[config.mk]
export PLATFORM = sky130hd
export DESIGN_NAME = dcache_ctrl_flat
export DESIGN_NICKNAME = d
export VERILOG_FILES = /design/src/logic/dcache_pkg.sv /design/src/logic/dcache_lookup_if.sv /design/src/logic/dcache_ctrl.sv /design/src/flat_wrapper.sv
export VERILOG_INCLUDE_DIRS = /design/src /design/src/logic
export SDC_FILE = /design/constraint.sdc
export NUM_CORES = 1
export LEC_CHECK = 0
export BUFFER_PORTS_ARGS = -buffer_cell sky130_fd_sc_hd__buf_2
export CAP_MARGIN = 10
export CORE_MARGIN = 2
export CORE_UTILIZATION = 40
export DETAILED_ROUTE_END_ITERATION = 12
export PLACE_DENSITY = 0.75
export REMOVE_ABC_BUFFERS = 1
export SYNTH_ARGS = -nofsm -noshare
export SYNTH_HDL_FRONTEND = slang
export SYNTH_SLANG_ARGS = --single-unit
[constraint.sdc]
create_clock -name clk -period 5.41 [get_ports clk]
set_input_delay 0.541 -clock clk [delete_from_list [all_inputs] [get_ports clk]]
set_output_delay 0.541 -clock clk [all_outputs]
set_load 0.02 [all_outputs]
[src/logic/dcache_defs.svh]
`ifndef DCACHE_DEFS_SVH
`define DCACHE_DEFS_SVH

// processor address and the fields it splits into
`define DCACHE_ADDR_W 32
`define DCACHE_TAG_W 20
`define DCACHE_INDEX_W 7
`define DCACHE_OFFSET_W 3

// words per line, also the beats of every burst
`define DCACHE_LINE_WORDS 8

// associativity, one lru bit per set covers two ways
`define DCACHE_WAYS 2

`endif

[src/logic/dcache_pkg.sv]
`default_nettype none

`include "dcache_defs.svh"

package dcache_pkg;

   // controller states, miss handling runs from LOAD through WB_RESP
   typedef enum logic [2:0] {
      IDLE,
      LOAD,
      INSTALL,
      WB_ADDR,
      WB_DATA,
      WB_RESP
   } dcache_state_e;

   typedef logic [31:0]                   word_t;
   typedef logic [`DCACHE_TAG_W-1:0]      tag_t;
   typedef logic [`DCACHE_INDEX_W-1:0]    index_t;
   typedef logic [`DCACHE_OFFSET_W-1:0]   offset_t;

   // word 0 sits in the low bits
   typedef logic [`DCACHE_LINE_WORDS-1:0][31:0] line_t;

   typedef struct packed {
      tag_t    tag;
      index_t  index;
      offset_t offset;
      logic [`DCACHE_ADDR_W-`DCACHE_TAG_W-`DCACHE_INDEX_W-`DCACHE_OFFSET_W-1:0] byte_off;
   } dcache_addr_t;

endpackage

`default_nettype wire

[src/logic/dcache_lookup_if.sv]
`timescale 1ns/1ps
`default_nettype none

`include "dcache_defs.svh"

interface dcache_lookup_if;
   import dcache_pkg::*;

   // lookup results from the tag array
   logic hit;
   logic hit_way;
   logic victim_way;
   logic victim_dirty;
   tag_t victim_tag;

   // update strobes from the controller
   logic access;
   logic store;
   logic install;

   modport tag_side (
      output hit, hit_way, victim_way, victim_dirty, victim_tag,
      input  access, store, install
   );

   modport ctrl_side (
      input  hit, victim_dirty, victim_tag,
      output access, store, install
   );

   modport data_side (
      input  hit_way, victim_way, store, install
   );

endinterface

`default_nettype wire

[src/logic/dcache_ctrl.sv]
`timescale 1ns/1ps
`default_nettype none

`include "dcache_defs.svh"

module dcache_ctrl (
   input  logic                      clk,
   input  logic                      reset,
   input  logic                      i_read,
   input  logic                      i_write,
   input  dcache_pkg::word_t         i_addr,
   input  logic                      i_arready,
   input  logic                      i_rlast,
   input  logic                      i_rvalid,
   input  logic                      i_awready,
   input  logic                      i_wready,
   input  logic                      i_bvalid,
   dcache_lookup_if.ctrl_side        lookup,
   output logic                      o_stall,
   output logic [`DCACHE_ADDR_W-1:0] o_araddr,
   output logic                      o_arvalid,
   output logic [`DCACHE_ADDR_W-1:0] o_awaddr,
   output logic                      o_awvalid,
   output logic                      o_wvalid,
   output logic                      o_wlast,
   output logic                      o_capture,
   output logic                      o_wbeat
);
   import dcache_pkg::*;

   // bits below the set index, zero in a line address
   localparam int LINE_LSB = `DCACHE_ADDR_W - `DCACHE_TAG_W - `DCACHE_INDEX_W;

   dcache_state_e state;
   dcache_addr_t  req_addr;
   offset_t       wcnt;
   logic          req;

   assign req_addr = i_addr;
   assign req      = i_read | i_write;

   assign lookup.access  = (state == IDLE) & req & lookup.hit;
   assign lookup.store   = lookup.access & i_write;
   assign lookup.install = (state == INSTALL);

   // held request retries once the controller is back in IDLE
   assign o_stall   = (state != IDLE) | (req & ~lookup.hit);
   assign o_capture = lookup.install & lookup.victim_dirty;
   assign o_wbeat   = o_wvalid & i_wready;

   always_ff @(posedge clk) begin
      if (state == IDLE && req && !lookup.hit) begin
         o_araddr <= {req_addr.tag, req_addr.index, {LINE_LSB{1'b0}}};
      end
      if (o_capture) begin
         o_awaddr <= {lookup.victim_tag, req_addr.index, {LINE_LSB{1'b0}}};
      end
   end

   always_ff @(posedge clk) begin
      if (reset) begin
         state     <= IDLE;
         o_arvalid <= 1'b0;
         o_awvalid <= 1'b0;
         o_wvalid  <= 1'b0;
         o_wlast   <= 1'b0;
         wcnt      <= '0;
      end else begin
         case (state)
            IDLE: begin
               if (req && !lookup.hit) begin
                  o_arvalid <= 1'b1;
                  state     <= LOAD;
               end
            end
            LOAD: begin
               if (o_arvalid && i_arready) begin
                  o_arvalid <= 1'b0;
               end
               if (i_rvalid && i_rlast) begin
                  state <= INSTALL;
               end
            end
            INSTALL: begin
               if (lookup.victim_dirty) begin
                  o_awvalid <= 1'b1;
                  state     <= WB_ADDR;
               end else begin
                  state <= IDLE;
               end
            end
            WB_ADDR: begin
               if (i_awready) begin
                  o_awvalid <= 1'b0;
                  o_wvalid  <= 1'b1;
                  wcnt      <= '0;
                  state     <= WB_DATA;
               end
            end
            WB_DATA: begin
               if (i_wready) begin
                  wcnt <= wcnt + 1'b1;
                  if (o_wlast) begin
                     o_wvalid <= 1'b0;
                     o_wlast  <= 1'b0;
                     state    <= WB_RESP;
                  end else if (wcnt == offset_t'(`DCACHE_LINE_WORDS - 2)) begin
                     // next beat is the last of the burst
                     o_wlast <= 1'b1;
                  end
               end
            end
            WB_RESP: begin
               if (i_bvalid) begin
                  state <= IDLE;
               end
            end
            default: begin
               state <= IDLE;
            end
         endcase
      end
   end

endmodule

`default_nettype wire

[src/flat_wrapper.sv]
// flat-port wrapper written by rule: the top's interface ports become plain ports
module dcache_ctrl_flat import dcache_pkg::*;
  (clk, reset, i_read, i_write, i_addr, i_arready, i_rlast, i_rvalid, i_awready, i_wready, i_bvalid, o_stall, o_araddr, o_arvalid, o_awaddr, o_awvalid, o_wvalid, o_wlast, o_capture, o_wbeat, lookup_hit, lookup_victim_dirty, lookup_victim_tag, lookup_access, lookup_store, lookup_install);
  dcache_lookup_if lookup_i ();
  input  logic clk;
  input  logic reset;
  input  logic i_read;
  input  logic i_write;
  input  dcache_pkg::word_t i_addr;
  input  logic i_arready;
  input  logic i_rlast;
  input  logic i_rvalid;
  input  logic i_awready;
  input  logic i_wready;
  input  logic i_bvalid;
  output logic o_stall;
  output logic [`DCACHE_ADDR_W-1:0] o_araddr;
  output logic o_arvalid;
  output logic [`DCACHE_ADDR_W-1:0] o_awaddr;
  output logic o_awvalid;
  output logic o_wvalid;
  output logic o_wlast;
  output logic o_capture;
  output logic o_wbeat;
  input wire logic [$bits(lookup_i.hit)-1:0] lookup_hit;
  input wire logic [$bits(lookup_i.victim_dirty)-1:0] lookup_victim_dirty;
  input wire logic [$bits(lookup_i.victim_tag)-1:0] lookup_victim_tag;
  output wire logic [$bits(lookup_i.access)-1:0] lookup_access;
  output wire logic [$bits(lookup_i.store)-1:0] lookup_store;
  output wire logic [$bits(lookup_i.install)-1:0] lookup_install;
  assign lookup_i.hit = lookup_hit;
  assign lookup_i.victim_dirty = lookup_victim_dirty;
  assign lookup_i.victim_tag = lookup_victim_tag;
  assign lookup_access = lookup_i.access;
  assign lookup_store = lookup_i.store;
  assign lookup_install = lookup_i.install;
  dcache_ctrl u_core (.clk(clk), .reset(reset), .i_read(i_read), .i_write(i_write), .i_addr(i_addr), .i_arready(i_arready), .i_rlast(i_rlast), .i_rvalid(i_rvalid), .i_awready(i_awready), .i_wready(i_wready), .i_bvalid(i_bvalid), .lookup(lookup_i), .o_stall(o_stall), .o_araddr(o_araddr), .o_arvalid(o_arvalid), .o_awaddr(o_awaddr), .o_awvalid(o_awvalid), .o_wvalid(o_wvalid), .o_wlast(o_wlast), .o_capture(o_capture), .o_wbeat(o_wbeat));
endmodule
After elaboration in Yosys (flattened, before gate mapping) --
Cells that the tools add are included.
Storage, ports and cells: memories kept 0, ROM bits 0, output and inout port bits 74, word-level logic and storage cells 72, input port bits 64, bits in latches 0, memory bits (writable) 0, register bits after elaboration 64
Cells by class: eq/ne operators 14, magnitude comparators 0, multipliers 0, bitwise gates (word level) 9, reductions and logical operators 17, shifts and indexed selects 0, divide/modulo/power cells 0, $add $sub $neg 1, multiplexer cells 23
Operator list (number):
- 2-to-1 mux 3 bit | 8
- one-hot mux 3 bit (6 select lines) | 1
- != test 2 bit, second input constant | 5
- equality test 3 bit, second input constant | 3
- 2-to-1 mux 1 bit | 9
- AND reduction 3 bit | 3
- AND 1 bit | 6
- equality test 3 x 2 -> 1 bit, second input constant | 2
- != test 2 x 1 -> 1 bit, second input constant | 3
- one-hot mux 1 bit (2 select lines) | 3
- one-hot mux 3 bit (2 select lines) | 1
- AND reduction 6 bit | 1
- nonzero test 2 bit | 3
- logical AND 1 bit | 5
- AND reduction 4 bit | 1
- adder 3 x 1 -> 3 bit, second input constant | 1
- equality test 3 x 1 -> 1 bit, second input constant | 1
- logical NOT 3 bit | 1
- nonzero test 3 bit | 1
- 2-to-1 mux 2 bit | 1
- OR 1 bit | 2
- AND reduction 2 bit | 1
- logical NOT 1 bit | 1
- NOT 1 bit | 1

Longest topological paths before layout --
depth in word-level cells 4, gate-level depth with buffers 6, gate-level depth less buffers 6

Least setup slack after synthesis --
No wires, ideal clock.
path kind register -> register, start register u_core.state[1], end register u_core.o_araddr[10], enable pin, setup time 0.454 ns, data arrival time 2.812 ns, clock period less this slack 3.266 ns, buffers on the path 1, data required time 4.956 ns, cell stages (with the launch flop) 4, slack 2.144 ns, cells stage by stage dfxtp_1 -> clkbuf_2 -> nor3_1 -> nor3b_1
Between the ends: word-level cells in the longest chain between the ends 3
Ends and longest elaborated chain:
- from (decl) | RTL line dcache_ctrl.sv:34 | dcache_state_e state;
- from (signal assigned) | RTL line dcache_ctrl.sv:62 | state <= IDLE;
- from (signal assigned) | RTL line dcache_ctrl.sv:73 | state <= LOAD;
- from (signal assigned) | RTL line dcache_ctrl.sv:81 | state <= INSTALL;
- logical NOT 3 bit | RTL line dcache_ctrl.sv:52 | if (state == IDLE && req && !lookup.hit) begin
- logical AND 1 bit (2 in series) | RTL line dcache_ctrl.sv:52
- to (signal assigned) | RTL line dcache_ctrl.sv:53 | o_araddr <= {req_addr.tag, req_addr.index, {LINE_LSB{1'b0}}};
- to (decl) | RTL line dcache_ctrl.sv:20 | output logic [`DCACHE_ADDR_W-1:0] o_araddr,
Every way passes these cells. A chain may end at the register's enable or synchronous reset.

Worst setup path after layout --
start register u_core.state[1], end output o_capture
Between the ends: word-level cells in the longest chain between the ends 2
Ends and longest elaborated chain:
- equality test 3 x 2 -> 1 bit | RTL line dcache_ctrl.sv:44 | assign lookup.install = (state == INSTALL);
- AND 1 bit | RTL line dcache_ctrl.sv:48 | assign o_capture = lookup.install & lookup.victim_dirty;
- to (decl) | RTL line flat_wrapper.sv:23 | output logic o_capture;
Every way passes these cells.

==> summary.txt <==
Finish
  • Area delta synth->final: 35.4%
  • Share of layout cells above drive strength 1: 52.9%
  • Register Area: 0.00182 mm²
  • Area of the multi-input gates: 444 µm²
  • Final nets: 335
  • Layout fillers: 465
  • Antenna fix cells: 0

Synth
  • Yosys warns: 0
  • Most common cell in the netlist: edfxtp_1
  • Dominant cells by area after synthesis: edfxtp_1, dfxtp_1, buf_4, nor2_1, a21oi_1
  • Main synth FF type: edfxtp_1
  • Commonest cells in the netlist: edfxtp_1, nor2_1, buf_4, dfxtp_1, a21oi_1
  • Mapped Cells: 139
  • Seq cells post-synth: 64
  • Post-synth cell types: 34
  • Number of flops mapped to enable cells by yosys: 54
  • Seq/Total Area, Yosys: 78.2%
  • Ys async rst share: 0%
  • Synth top area share: 69.6%
  • Syn_area_per_cell: 16.8 µm²
  • Yosys top cell by area: edfxtp_1
  • Area of the mapped netlist: 0.00233 mm²

Route
  • Drt drc: 0
  • Starting DRC count in detailed routing: 38
  • Routed vias: 1544
  • DR vias/cell: 4.46
  • Routed Antenna Nets: 0
  • Drt total wl: 4.83 mm
  • Pre-Repair DR Iteration Count: 5
  • Routed length per placed instance: 13.9 µm

Global routing
  • Largest net degree at the start of global routing: 30
  • Initial antenna violation count: 0
  • First-pass GRT wire length: 6.69 mm
  • Vias in the first global route: 1368
  • Total track usage: 14.7%
  • Grt total ovfl: 0

Place
  • PortBufs: 122
  • Gpl congestion: 0.708
  • Worst slack, placed: 3.35 ns
  • Post-DP HPWL: 3.56 mm

STA
  • Pins over their slew limit: 0
  • F_max: 414 MHz
  • Fin Hold WS: 0.383 ns
  • Final min period: 2.41 ns
  • Setup TNS: 0 ns
  • Fin worst setup slack: 3.00 ns
  • # setup viols final: 0
  • Final worst path period share: 44.6%
  • Final hold violation count: 0
  • Final Skew: 0.00616 ns
  • RSZ-0062 raised after global routing: false

Critical path
  • Cell Chain, Critical Path: nor3b_1 > and2_1 > buf_4 > buf_2
  • Worst Path Buf+Inv: 2
  • WP data arrival: 1.87 ns
  • Startpoint types: register
  • Crit end category: output port
  • Worst EP required: 4.87 ns
  • Top Family by Delay on Critical Path: buffers and inverters
  • Max incr delay on CP: 0.55 ns
  • Worst path slowest cell: dfxtp_1
  • CP Class: register to output port
  • Crit path max fanout: 29

Clock tree
  • # hold bufs at CTS: 0
  • Root buf cell: clkbuf_8
  • Cts repair resizes: 0
  • H-tree levels: 3
  • Clock sink total: 64
  • Worst-Skew Late Latency: 0.32 ns
  • Post-CTS Repair Setup Buffers: 0
  • TritonCTS Buffers: 9
  • Maximum root-to-sink buffer count: 2
  • CTS tree: done
  • Register clock-pin slew on the reported worst setup and hold paths: 0.07 ns

Power
  • Sw Share: 31.1%
  • Worst VDD drop: 0.184 mV
  • Power per cell area: 404 mW/mm²
  • PnR Total Power: 1.28 mW
  • P_sw: 0.396 mW
  • Leakage: 1.36 nW
  • Internal power: 0.879 mW
  • Reg power frac: 50.7%
  • Clock power share: 27.2%
  • Comb pwr share: 22.1%

Die
  • Num rows: 27
  • Die area: 0.00645 mm²
  • Die Span X: 80.3 µm
  • Core ar.: 0.00557 mm²
  • Die Y: 80.3 µm
  • Initial Utilization: 41.8%
  • IO Pins: 138

Min path
  • Worst hold path type: primary input to register

Status
  • Status: completed

Job
  • # Max-Cap Violations: 0
-- worst paths after layout --
check	start	to	slack [ns]	cells past startpoint
hold / removal	lookup_victim_tag[12]	u_core.o_awaddr[24]$_DFFE_PP_	0.38	1
setup / recovery	u_core.state[1]$_SDFFE_PP0P_	o_capture	3.00	4
hold reg to reg	u_core.o_awvalid$_SDFFE_PP0P_	u_core.o_awvalid$_SDFFE_PP0P_	0.49	2
setup reg to reg	u_core.state[2]$_SDFFE_PP0P_	u_core.state[2]$_SDFFE_PP0P_	3.56	4
-- flip-flops by register name, indices dropped and copies added (netlist names) --
name / flops
u_core.o_araddr: 27
u_core.o_awvalid: 1
u_core.o_wvalid: 1
u_core.o_wlast: 1
u_core.o_awaddr: 27
u_core.state: 3
u_core.o_arvalid: 1
u_core.wcnt: 3
-- cell families after synthesis --
logic type | Yosys count | synth area share [%]
compound gates | 12 | 3.22
buf+inv | 15 | 4.45
flops | 64 | 78.2
other cells | 1 | 0.161
mux | 4 | 1.93
fa+ha+maj | 2 | 1.07
simple gates | 41 | 11.0
-- layout by cell type, fill, tap and decap left out, types with 2 or more instances in the layout --
cell          n
buf_2       122
edfxtp_1     54
nor2_1       12
conb_1       10
dfxtp_1      10
clkbuf_8      9
a21oi_1       6
nor3_1        4
nand2_1       4
o21ai_0       3
nand2b_1      3
mux2i_1       3
clkinv_2      3
nor3b_1       2
and2_1        2
and2b_1       2
ha_1          2
clkinvlp_4    2
buf_4         2
-- per-layer routing --
metal,wire (µm),global-route usage (%),vias up
met4,110,9.32,0
met5,0,0,-
met2,2240,22.9,88
met1,2010,16.2,693
li1,-,-,753
met3,465,6.74,10
-- through the flow --
step           util [%]  cell area, µm²  instances
6_report           56.6            3160        346
5_1_grt            56.6            3160        346
3_5_place_dp       53.6            2990        330
2_1_floorplan         -            2260        134
3_3_place_gp       53.6            2990        330
4_1_cts            56.6            3160        346
-- layout make-up --
| class | instances | share of cell area (%) |
|---|---|---|
| Sequential cell | 64 | 57.7 |
| Tap cell | 72 | 2.85 |
| Clock buffer | 9 | 3.92 |
| Inverter | 1 | 0.119 |
| Clock inverter | 7 | 1.51 |
| Timing Repair Buffer | 124 | 19.8 |
| Multi-Input combinational cell | 69 | 14.1 |
-- power groups by stage --
| stage | registers [mW] | clock network [mW] | logic, mW |
|---|---|---|---|
| after floorplan | 0.731 | 0 | 0.104 |
| after global placement | 0.655 | 0 | 0.282 |
| after detailed placement | 0.657 | 0 | 0.285 |
| after CTS | 0.647 | 0.363 | 0.285 |
| after global routing | 0.654 | 0.381 | 0.303 |
| final | 0.646 | 0.347 | 0.282 |
-- worst reg2reg max path: stages (launching register included) --
cell and delay, ns:
dfxtp_1 0.57, or3b_1 0.46, o22a_1 0.27, nand4_4 0.14, mux2_4 0.30
Power figures use the tool's default switching activity.
