==> config.mk <==
export PLATFORM = sky130hd
export DESIGN_NAME = dcache_line_buffer
export DESIGN_NICKNAME = d
export VERILOG_FILES = /design/src/logic/dcache_pkg.sv /design/src/logic/dcache_line_buffer.sv
export VERILOG_INCLUDE_DIRS = /design/src /design/src/logic
export SDC_FILE = /design/constraint.sdc
export NUM_CORES = 1
export LEC_CHECK = 0
export BUFFER_PORTS_ARGS = -buffer_cell sky130_fd_sc_hd__buf_4
export CAP_MARGIN = 10
export CORE_AREA = 4 4 224 226
export CTS_BUF_LIST = sky130_fd_sc_hd__clkbuf_16
export CTS_CLUSTER_DIAMETER = 40
export DETAILED_ROUTE_END_ITERATION = 6
export DIE_AREA = 0 0 228 230
export GPL_ROUTABILITY_DRIVEN = 1
export SETUP_SLACK_MARGIN = 0.15
export SLEW_MARGIN = 20
export SYNTH_ARGS = -nofsm -noshare
export SYNTH_HDL_FRONTEND = slang
export SYNTH_SLANG_ARGS = --single-unit
==> constraint.sdc <==
create_clock -name clk -period 9.7 [get_ports clk]
set_input_delay 2.91 -clock clk [delete_from_list [all_inputs] [get_ports clk]]
set_output_delay 2.91 -clock clk [all_outputs]
set_load 0.02 [all_outputs]
==> src/logic/dcache_defs.svh <==
`ifndef DCACHE_DEFS_SVH
`define DCACHE_DEFS_SVH

// processor address and the fields it splits into
`define DCACHE_ADDR_W 32
`define DCACHE_TAG_W 20
`define DCACHE_INDEX_W 7
`define DCACHE_OFFSET_W 3

// words per line, also the beats of every burst
`define DCACHE_LINE_WORDS 8

// associativity, one lru bit per set covers two ways
`define DCACHE_WAYS 2

`endif

==> src/logic/dcache_pkg.sv <==
`default_nettype none

`include "dcache_defs.svh"

package dcache_pkg;

   // controller states, miss handling runs from LOAD through WB_RESP
   typedef enum logic [2:0] {
      IDLE,
      LOAD,
      INSTALL,
      WB_ADDR,
      WB_DATA,
      WB_RESP
   } dcache_state_e;

   typedef logic [31:0]                   word_t;
   typedef logic [`DCACHE_TAG_W-1:0]      tag_t;
   typedef logic [`DCACHE_INDEX_W-1:0]    index_t;
   typedef logic [`DCACHE_OFFSET_W-1:0]   offset_t;

   // word 0 sits in the low bits
   typedef logic [`DCACHE_LINE_WORDS-1:0][31:0] line_t;

   typedef struct packed {
      tag_t    tag;
      index_t  index;
      offset_t offset;
      logic [`DCACHE_ADDR_W-`DCACHE_TAG_W-`DCACHE_INDEX_W-`DCACHE_OFFSET_W-1:0] byte_off;
   } dcache_addr_t;

endpackage

`default_nettype wire

==> src/logic/dcache_line_buffer.sv <==
`timescale 1ns/1ps
`default_nettype none

`include "dcache_defs.svh"

module dcache_line_buffer (
   input  logic              clk,
   input  logic              reset,
   input  dcache_pkg::word_t i_rdata,
   input  logic              i_rvalid,
   input  logic              i_capture,
   input  dcache_pkg::line_t i_victim_line,
   input  logic              i_wbeat,
   output dcache_pkg::line_t o_line,
   output dcache_pkg::word_t o_wdata
);
   import dcache_pkg::*;

   line_t   line;
   offset_t rcnt;
   offset_t wcnt;

   // refill bursts always start at word 0 so the counter wraps back there
   always_ff @(posedge clk) begin
      if (reset) begin
         rcnt <= '0;
      end else if (i_rvalid) begin
         rcnt <= rcnt + 1'b1;
      end
   end

   always_ff @(posedge clk) begin
      if (reset) begin
         wcnt <= '0;
      end else if (i_capture) begin
         wcnt <= '0;
      end else if (i_wbeat) begin
         wcnt <= wcnt + 1'b1;
      end
   end

   // capture swaps the installed refill for the evicted line
   always_ff @(posedge clk) begin
      if (i_capture) begin
         line <= i_victim_line;
      end else if (i_rvalid) begin
         line[rcnt] <= i_rdata;
      end
   end

   assign o_line  = line;
   assign o_wdata = line[wcnt];

endmodule

`default_nettype wire

# ---- Word-level counts from Yosys, hierarchy flattened
# Index checks and enable logic that the tools add are counted.
dict set report totals {
  ff_bits 262
  inputBits 293
  out_inout_bits 288
  elab_cells 25
}
dict set report op_classes {
  mux 7
  n_reduce_logical 3
  order_cmp 3
  n_addsub 2
}
# cell n
set ops {}
lappend ops {{$mux 256} 2}
lappend ops {{$bwmux 256} 1}
lappend ops {{$bmux 32 s3} 1}
lappend ops {{$demux 32 s3} 1}
lappend ops {{$mux 32} 2}
lappend ops {{$lt 3x4->1 const B} 2}
lappend ops {{$add 3x1->3 const B} 2}
lappend ops {{$ge 3x1->1 const B} 1}
lappend ops {{$reduce_bool 2->1} 1}
lappend ops {{$reduce_or 2->1} 1}
lappend ops {{$logic_and 1x1->1} 1}

# ---- Depth between registers and ports, before layout
# Gate-level depths: netlist of the first run.
dict set report logic_depth {
  depth_word 7
  mapped_depth 6
  mapped_depth_nobuf 3
}

# ---- Worst setup path before layout of the first run
# OpenSTA, ideal clock, no wires.
dict set report synth_path {
  kind {input-to-reg}
  start {input port i_rvalid}
  end {register line (netlist bit o_line[100]) (enable)}
  t_arrival_ns 4.782
  n_path_buf 1
  t_required_ns 9.272
  path_stages 3
  slack_ns 4.490
  setup_time_ns 0.428
  path_cell_list {clkbuf_1 inv_1 o21bai_1}
}
dict set report synth_via {
  elab_chain_cells 1
}
# item line
set synth_rtl {}
lappend synth_rtl {{start: declaration} dcache_line_buffer.sv:10} ;# input logic i_rvalid,
lappend synth_rtl {{$reduce_bool 2->1 (no line)} n/a}
lappend synth_rtl {{end signal: assignment} dcache_line_buffer.sv:45} ;# line <= i_victim_line;
lappend synth_rtl {{end signal: indexed assignment} dcache_line_buffer.sv:47} ;# line[rcnt] <= i_rdata;
lappend synth_rtl {{end: declaration} dcache_line_buffer.sv:19} ;# line_t line;
# Every way passes these cells.
# A chain may end at the register's enable or synchronous reset.

# ---- Worst setup path after layout of the first run
dict set report layout_path {
  start {register wcnt[0]}
  end {output port o_wdata[4]}
}
dict set report layout_via {
  elab_chain_cells 2
}
# item line
set layout_rtl {}
lappend layout_rtl {{start: declaration} dcache_line_buffer.sv:21} ;# offset_t wcnt;
lappend layout_rtl {{start signal: assignment} dcache_line_buffer.sv:38} ;# wcnt <= wcnt + 1'b1;
lappend layout_rtl {{$bmux 32 s3} dcache_line_buffer.sv:52} ;# assign o_wdata = line[wcnt];
lappend layout_rtl {{$mux 32 (implied by the code)} dcache_line_buffer.sv:52}
lappend layout_rtl {{end: declaration} dcache_line_buffer.sv:15} ;# output dcache_pkg::word_t o_wdata
# Every way passes these cells. The select of a mux whose other input is x is not followed.

==> flow_summary.toml, run 1 <==
[worst_hold_path]
hold_start = "rcnt[0]"
hp-class = "reg2reg"
hold_end = "rcnt[0]"
hold_depth = 2

[routing]
dr.max_layer_used = "met5"
dr.first_iter.drc_count = 849
routed-wl-met3_um = 5523
ant_nets = 0
firstDrtPassIters = 5
wl_per_cell_um = 27.28
wl_met2_um = 29520
routed_wl_um = 58430
drt-met1-wl_um = 21720
avgViaCountPerCell = 5.174
vias = 11080
drc = 0

[clock_tree]
cts-root-buf = "clkbuf_16"
cts_resized = 0
cts.path.max_buffers = 3
htreeDepth = 2
cts.clk_slew.worst_paths_ns = 0.05
tritoncts.num_buffers = 42
clkSinkCount = 262
clock_latency_ns = 0.55
tritoncts = "yes"
postCtsSetupRepairBufs = 0
holdBufCountCts = 0

[floorplanning]
die_area_mm2 = 0.05244
core_area_mm2 = 0.04834
fp.dieH_um = 230
rows = 81
io-pin-count = 581
start_util_pct = 26.76
fp.dieW_um = 228

[timing]
setup_viol = 0
min_period_ns = 6.120
rsz0062_at_grt = "false"
fmax_mhz = 163.4
maxSlewHeadroom_pct = 25.02
tns_ns = 0
finalCritPeriodShare_pct = 63.10
worst_pin_slew_ns = 1.125
hold_violations = 0
skew_ns = 0.01694
slew_viol_final = 0

[global_route]
grt_pass1_wl_um = 82220
first_global_vias = 11650
antenna_found_initial = 1
globalRouteTotalUtil_pct = 21.23
grt_max_degree = 166
grt_overflow = 0

[synth]
synth_edf_count = 256
synth_area_mm2 = 0.01294
netlist_instances = 925
synth-seq-cells = 262
yosys.area.top_type = "edfxtp_1"
synth_area_per_cell_um2 = 13.99
postSynthNetCount = 1220
synth_flop_cell = "edfxtp_1"
async_flop_share_pct = 0
synth_top_area_share_pct = 59.43
synthDistinctLibCells = 27
yosysSeqAreaShare_pct = 60.35
yosysWarnings = 0
yosys-top-cells-area = "edfxtp_1 (59%), mux4_2 (11%), a22o_1 (8.7%)"

[critical_path]
critical_path.max_stage_delay_ns = 0.79
reg2reg_depth = 4
crit_type = "reg2out"
rr_startpoint = "rcnt[0]"
cp_slowest_cell = "buf_4"
critPathLaunchType = "flip-flop"
path_buf_inv = 2
path_common_cell = "buf_4"
r2r_slack_ns = 6.61
path_max_fanout = 39
cp_cell_sequence = "buf_4, mux4_2, mux2_2, buf_4"
crit_arrival_ns = 3.21
cp_top_family = "buffers and inverters"
cp.required_ns = 6.79
reg2reg_to = "o_line[34]"
cp-end-kind = "primary output"

[placement]
place_area_mm2 = 0.01791
gp_congestion = 0.8830
hpwl_um = 40610
io_buffers = 580

[final_layout]
final_area_mm2 = 0.01930
fin_nets = 1781
register_area_mm2 = 0.007816
drive_gt1_share_pct = 51.58
syn_to_final_growth_pct = 49.19
multi_input_area_mm2 = 0.004785
nFillCells = 4635
diodes = 0

[pwr]
p_per_area_mw_per_mm2 = 184.2
power_leakage_nw = 7.909
ir_worst_vdd_mv = 0.1148
total_power_mw = 3.555

[flow_run]
max_cap_viol_count = 0

[run_status]
status = "complete, no violations"
[cell families (layout without fill, tap and decap cells)]
logic type               count (synthesis)  after routing  synth area share, %
AO/OA/AOI/OAI                          268            268                14.37
XOR/XNOR                                 2              2               0.1354
adder cells (fa/ha/maj)                  2              2               0.1934
buffers and inverters                   86            681                3.211
flip-flops                             262            262                60.35
multiplexers                            98             98                14.08
AND/OR/NAND/NOR                        207            207                7.651
[how the worst max path moves through the flow]
stage                         from           to  slack (ns)  cells after the start
final                      wcnt[0]   o_wdata[4]        3.58                      4
after global routing       wcnt[0]   o_wdata[5]        3.35                      4
after CTS                  wcnt[0]   o_wdata[4]        3.47                      4
after detailed placement   wcnt[0]   o_wdata[4]        4.07                      4
after global placement     wcnt[0]   o_wdata[6]        4.12                      4
after floorplan           i_rvalid  o_line[100]        4.49                      3
[worst min-delay path, cell delays in order, from the launching register on]
cell and delay [ns]:
dfxtp_1 0.48, xnor2_1 0.23, nor2_1 0.04
[stage by stage]
stage          hold slack (ns)  util (%)  setup slack, ns  std cells
5_1_grt                 0.8341     39.92            3.347       2142
4_1_cts                 0.8023     39.92            3.465       2142
2_1_floorplan           0.5805         -            4.490        925
6_report                0.7951     39.92            3.580       2142
3_5_place_dp            0.7865     37.06            4.065       2064
3_3_place_gp            0.7446     37.04            4.123       2064
[metal layers]
layer | vias up | global-route usage [%]
met3 | 99 | 6.739
li1 | 4770 | -
met2 | 687 | 37.15
met4 | 2 | 6.659
met5 | - | 0
met1 | 5525 | 24.93
[layout make-up]
| class | count | area share [%] |
|---|---|---|
| timing repair buffer | 600 | 23.44 |
| clock inverter | 36 | 1.731 |
| sequential | 262 | 40.50 |
| clock buffer | 42 | 5.446 |
| inverter | 3 | 0.05835 |
| tap | 622 | 4.032 |
| multi-input combinational | 577 | 24.79 |
[power by group]
group	switching [mW]	total, mW	internal (mW)
combinational	0.355	0.663	0.308
sequential	0.0700	1.42	1.35
clock	0.583	1.47	0.891
total	1.01	3.55	2.55
[Yosys cell counts, types with 2 or more instances]
cell type  count
nand3b_1       5
nor3_1         3
o21ai_0      128
edfxtp_1     256
mux4_2        64
buf_6          6
clkbuf_1      39
a31o_2         4
a21bo_2        2
mux2i_1        2
a22o_1       128
nand2b_1      32
ha_1           2
inv_1          3
nand2_1      128
nor3b_2        3
mux2_2        32
nor2_1         2
o21bai_1       3
buf_2         38
xnor2_1        2
nor2b_1       33
dfxtp_1        6
[cell usage in the layout, fill, tap and decap left out, types with 32 or more instances in the layout]
| master | count |
|---|---|
| nand2b_1 | 32 |
| mux4_2 | 64 |
| mux2_2 | 32 |
| nand2_1 | 128 |
| o21ai_0 | 128 |
| nor2b_1 | 33 |
| a22o_1 | 128 |
| edfxtp_1 | 256 |
| clkbuf_16 | 42 |
| buf_4 | 598 |
[sequential cells by signal (all words and copies together), names as in the netlist]
name / count
rcnt: 3
wcnt: 3
o_line: 256
Power figures use the tool's default switching activity.
==> run 2, diff against run 1 <==
ABC_AREA = 1   (was default)
CORE_AREA = 4 4 226 228   (was 4 4 224 226)
DIE_AREA = 0 0 230 232   (was 0 0 228 230)
clock period = 6.35 ns   (was 9.7 ns; I/O delays follow)
==> flow_summary.toml, run 2 <==
[synth]
yosysSeqAreaShare_pct = 55.69
synth_common_cells = "nand2_1 (717), o21ai_0 (266), inv_1 (264)"
yosysWarnings = 0
synth-compound-area-share_pct = 9.729
yosys-top-cells-area = "edfxtp_1 (55%), nand2_1 (19%), o21ai_0 (9.5%)"
synthAdderAreaFrac_pct = 0.1785
synth_flop_cell = "edfxtp_1"
yosys.area.top_type = "edfxtp_1"
synth_edf_count = 256
postSynthNetCount = 2057
synth_top_area_share_pct = 54.84
synth_top_family_by_area = "simple AND/OR/NAND/NOR gates"
synth_area_per_cell_um2 = 7.956
async_flop_share_pct = 0
synthXorXnorAreaFrac_pct = 0
synth-seq-cells = 262
synth_area_mm2 = 0.01402
netlist_instances = 1762
synth_simple_gate_area_share_pct = 24.01
synth_mux_area_share_pct = 0
synth.most_common_cell = "nand2_1"
synthDistinctLibCells = 17

[floorplanning]
rows = 81
fp.dieH_um = 232
io-pin-count = 581
core_area_mm2 = 0.04885
die_area_mm2 = 0.05336
fp.dieW_um = 230
start_util_pct = 28.70

[critical_path]
critPathLaunchType = "flip-flop"
path_max_fanout = 72
cp-end-kind = "primary output"
crit_type = "reg2out"
cp.required_ns = 4.45
crit_arrival_ns = 3.17

[clock_tree]
clkSinkCount = 262
postCtsSetupRepairBufs = 0
holdBufCountCts = 0
clock_latency_ns = 0.56
cts.path.max_buffers = 3
cts_resized = 0
htreeDepth = 2
cts-root-buf = "clkbuf_16"
tritoncts = "yes"
cts.clk_slew.worst_paths_ns = 0.05
tritoncts.num_buffers = 45

[pwr]
swShare_pct = 29.19
intPower_mw = 4.058
seqPwrFrac_pct = 37.8
power_leakage_nw = 9.977
p_sw_mw = 1.673
p_per_area_mw_per_mm2 = 278.6
combPwrFrac_pct = 18.8
ir_worst_vdd_mv = 0.1899
clkPwrFrac_pct = 43.4

[final_layout]
largest_register_ffs = 256
utilization_pct = 42.11
final_area_mm2 = 0.02057
syn_to_final_growth_pct = 46.72
final_common_cell = "nand2_1"
layoutNonFillerInstCount = 2999
nFillCells = 5006
register_area_mm2 = 0.007816
diodes = 0
multi_input_area_mm2 = 0.004870
layout_common_cells = "nand2_1 (711), buf_4 (595), inv_1 (267), o21ai_0 (258), edfxtp_1 (256)"
drive_gt1_share_pct = 29.68
fin_nets = 2595

[global_route]
globalRouteTotalUtil_pct = 24.68
grt_pass1_wl_um = 98140
first_global_vias = 15020
grt_max_degree = 137
antenna_found_initial = 1
grt_overflow = 0

[timing]
tns_ns = 0
fmax_mhz = 196.9
rsz0062_at_grt = "false"
min_period_ns = 5.080
slew_viol_final = 0
hold_violations = 0
skew_ns = 0.02149
maxSlewHeadroom_pct = 27.01
setup_viol = 0
finalCritPeriodShare_pct = 80.00
layout_setup_ws_ns = 1.270
worst_pin_slew_ns = 1.091

[placement]
io_buffers = 580
dpl.cell_count = 2917
place_area_mm2 = 0.01904
gp_congestion = 0.9264
hpwl_um = 48470
place_ws_ns = 1.958

[routing]
wl_per_cell_um = 23.07
avgViaCountPerCell = 4.945
vias = 14830
dr.first_iter.drc_count = 1311
firstDrtPassIters = 5
routed_wl_um = 69200
ant_nets = 0
drc = 0

[run_status]
status = "complete, no violations"

[worst_hold_path]
hp-class = "reg2reg"

[flow_run]
max_cap_viol_count = 0
run 2: power groups by stage:
stage	logic, mW	registers [mW]	clock network (mW)
after detailed placement	1.08	2.19	0
after global routing	1.16	2.17	2.59
after floorplan	0.361	2.31	0
after CTS	1.08	2.16	2.52
after global placement	1.07	2.19	0
final	1.08	2.16	2.49
run 2: worst paths after layout:
kind	slack (ns)	cells past startpoint	end	startpoint
worst min-delay path	0.57	2	rcnt[2]	rcnt[2]
worst max register to register	3.05	5	o_line[80]	rcnt[1]
worst max-delay path	1.27	8	o_wdata[29]	wcnt[0]
worst min register to register	0.57	2	rcnt[2]	rcnt[2]
run 2: cell type report:
| cell class | instances | share of cell area, % |
|---|---|---|
| multi-input combinational | 1127 | 23.68 |
| timing repair buffer | 598 | 21.98 |
| tap | 664 | 4.039 |
| inverter | 266 | 4.891 |
| sequential | 262 | 38.00 |
| clock buffer | 45 | 5.475 |
| clock inverter | 37 | 1.941 |
run 2: logic make-up (layout without fill, tap and decap cells):
group / after synthesis / after routing
AND/OR/NAND/NOR: 853 / 853
AO/OA/AOI/OAI: 272 / 272
flip-flops: 262 / 262
buffers and inverters: 373 / 946
adder cells (fa/ha/maj): 2 / 2
run 2: stage by stage:
stage | total power, mW | hold slack (ns)
after floorplan | 2.671 | 0.4979
after global placement | 3.267 | 0.5398
after detailed placement | 3.275 | 0.5559
after CTS | 5.767 | 0.5651
after global routing | 5.921 | 0.6017
final | 5.730 | 0.5652
run 2: worst max-delay path, stage by stage, from the launching register on:
cell,delay [ns]
dfxtp_4,0.94
inv_4,0.57
buf_12,0.37
nand2_1,0.09
nand3_1,0.07
nand2_1,0.11
nand2_1,0.05
nand2_1,0.12
buf_4,0.15
run 2: layer usage:
metal | track usage, % | wire, um | vias up | share of wire (%)
li1 | - | - | 6725 | -
met1 | 29.64 | 26340 | 7077 | 38
met2 | 42.60 | 33680 | 874 | 49
met3 | 5.177 | 6029 | 152 | 8.7
met4 | 11.30 | 3123 | 2 | 4.5
met5 | 0 | 20 | - | 0.029
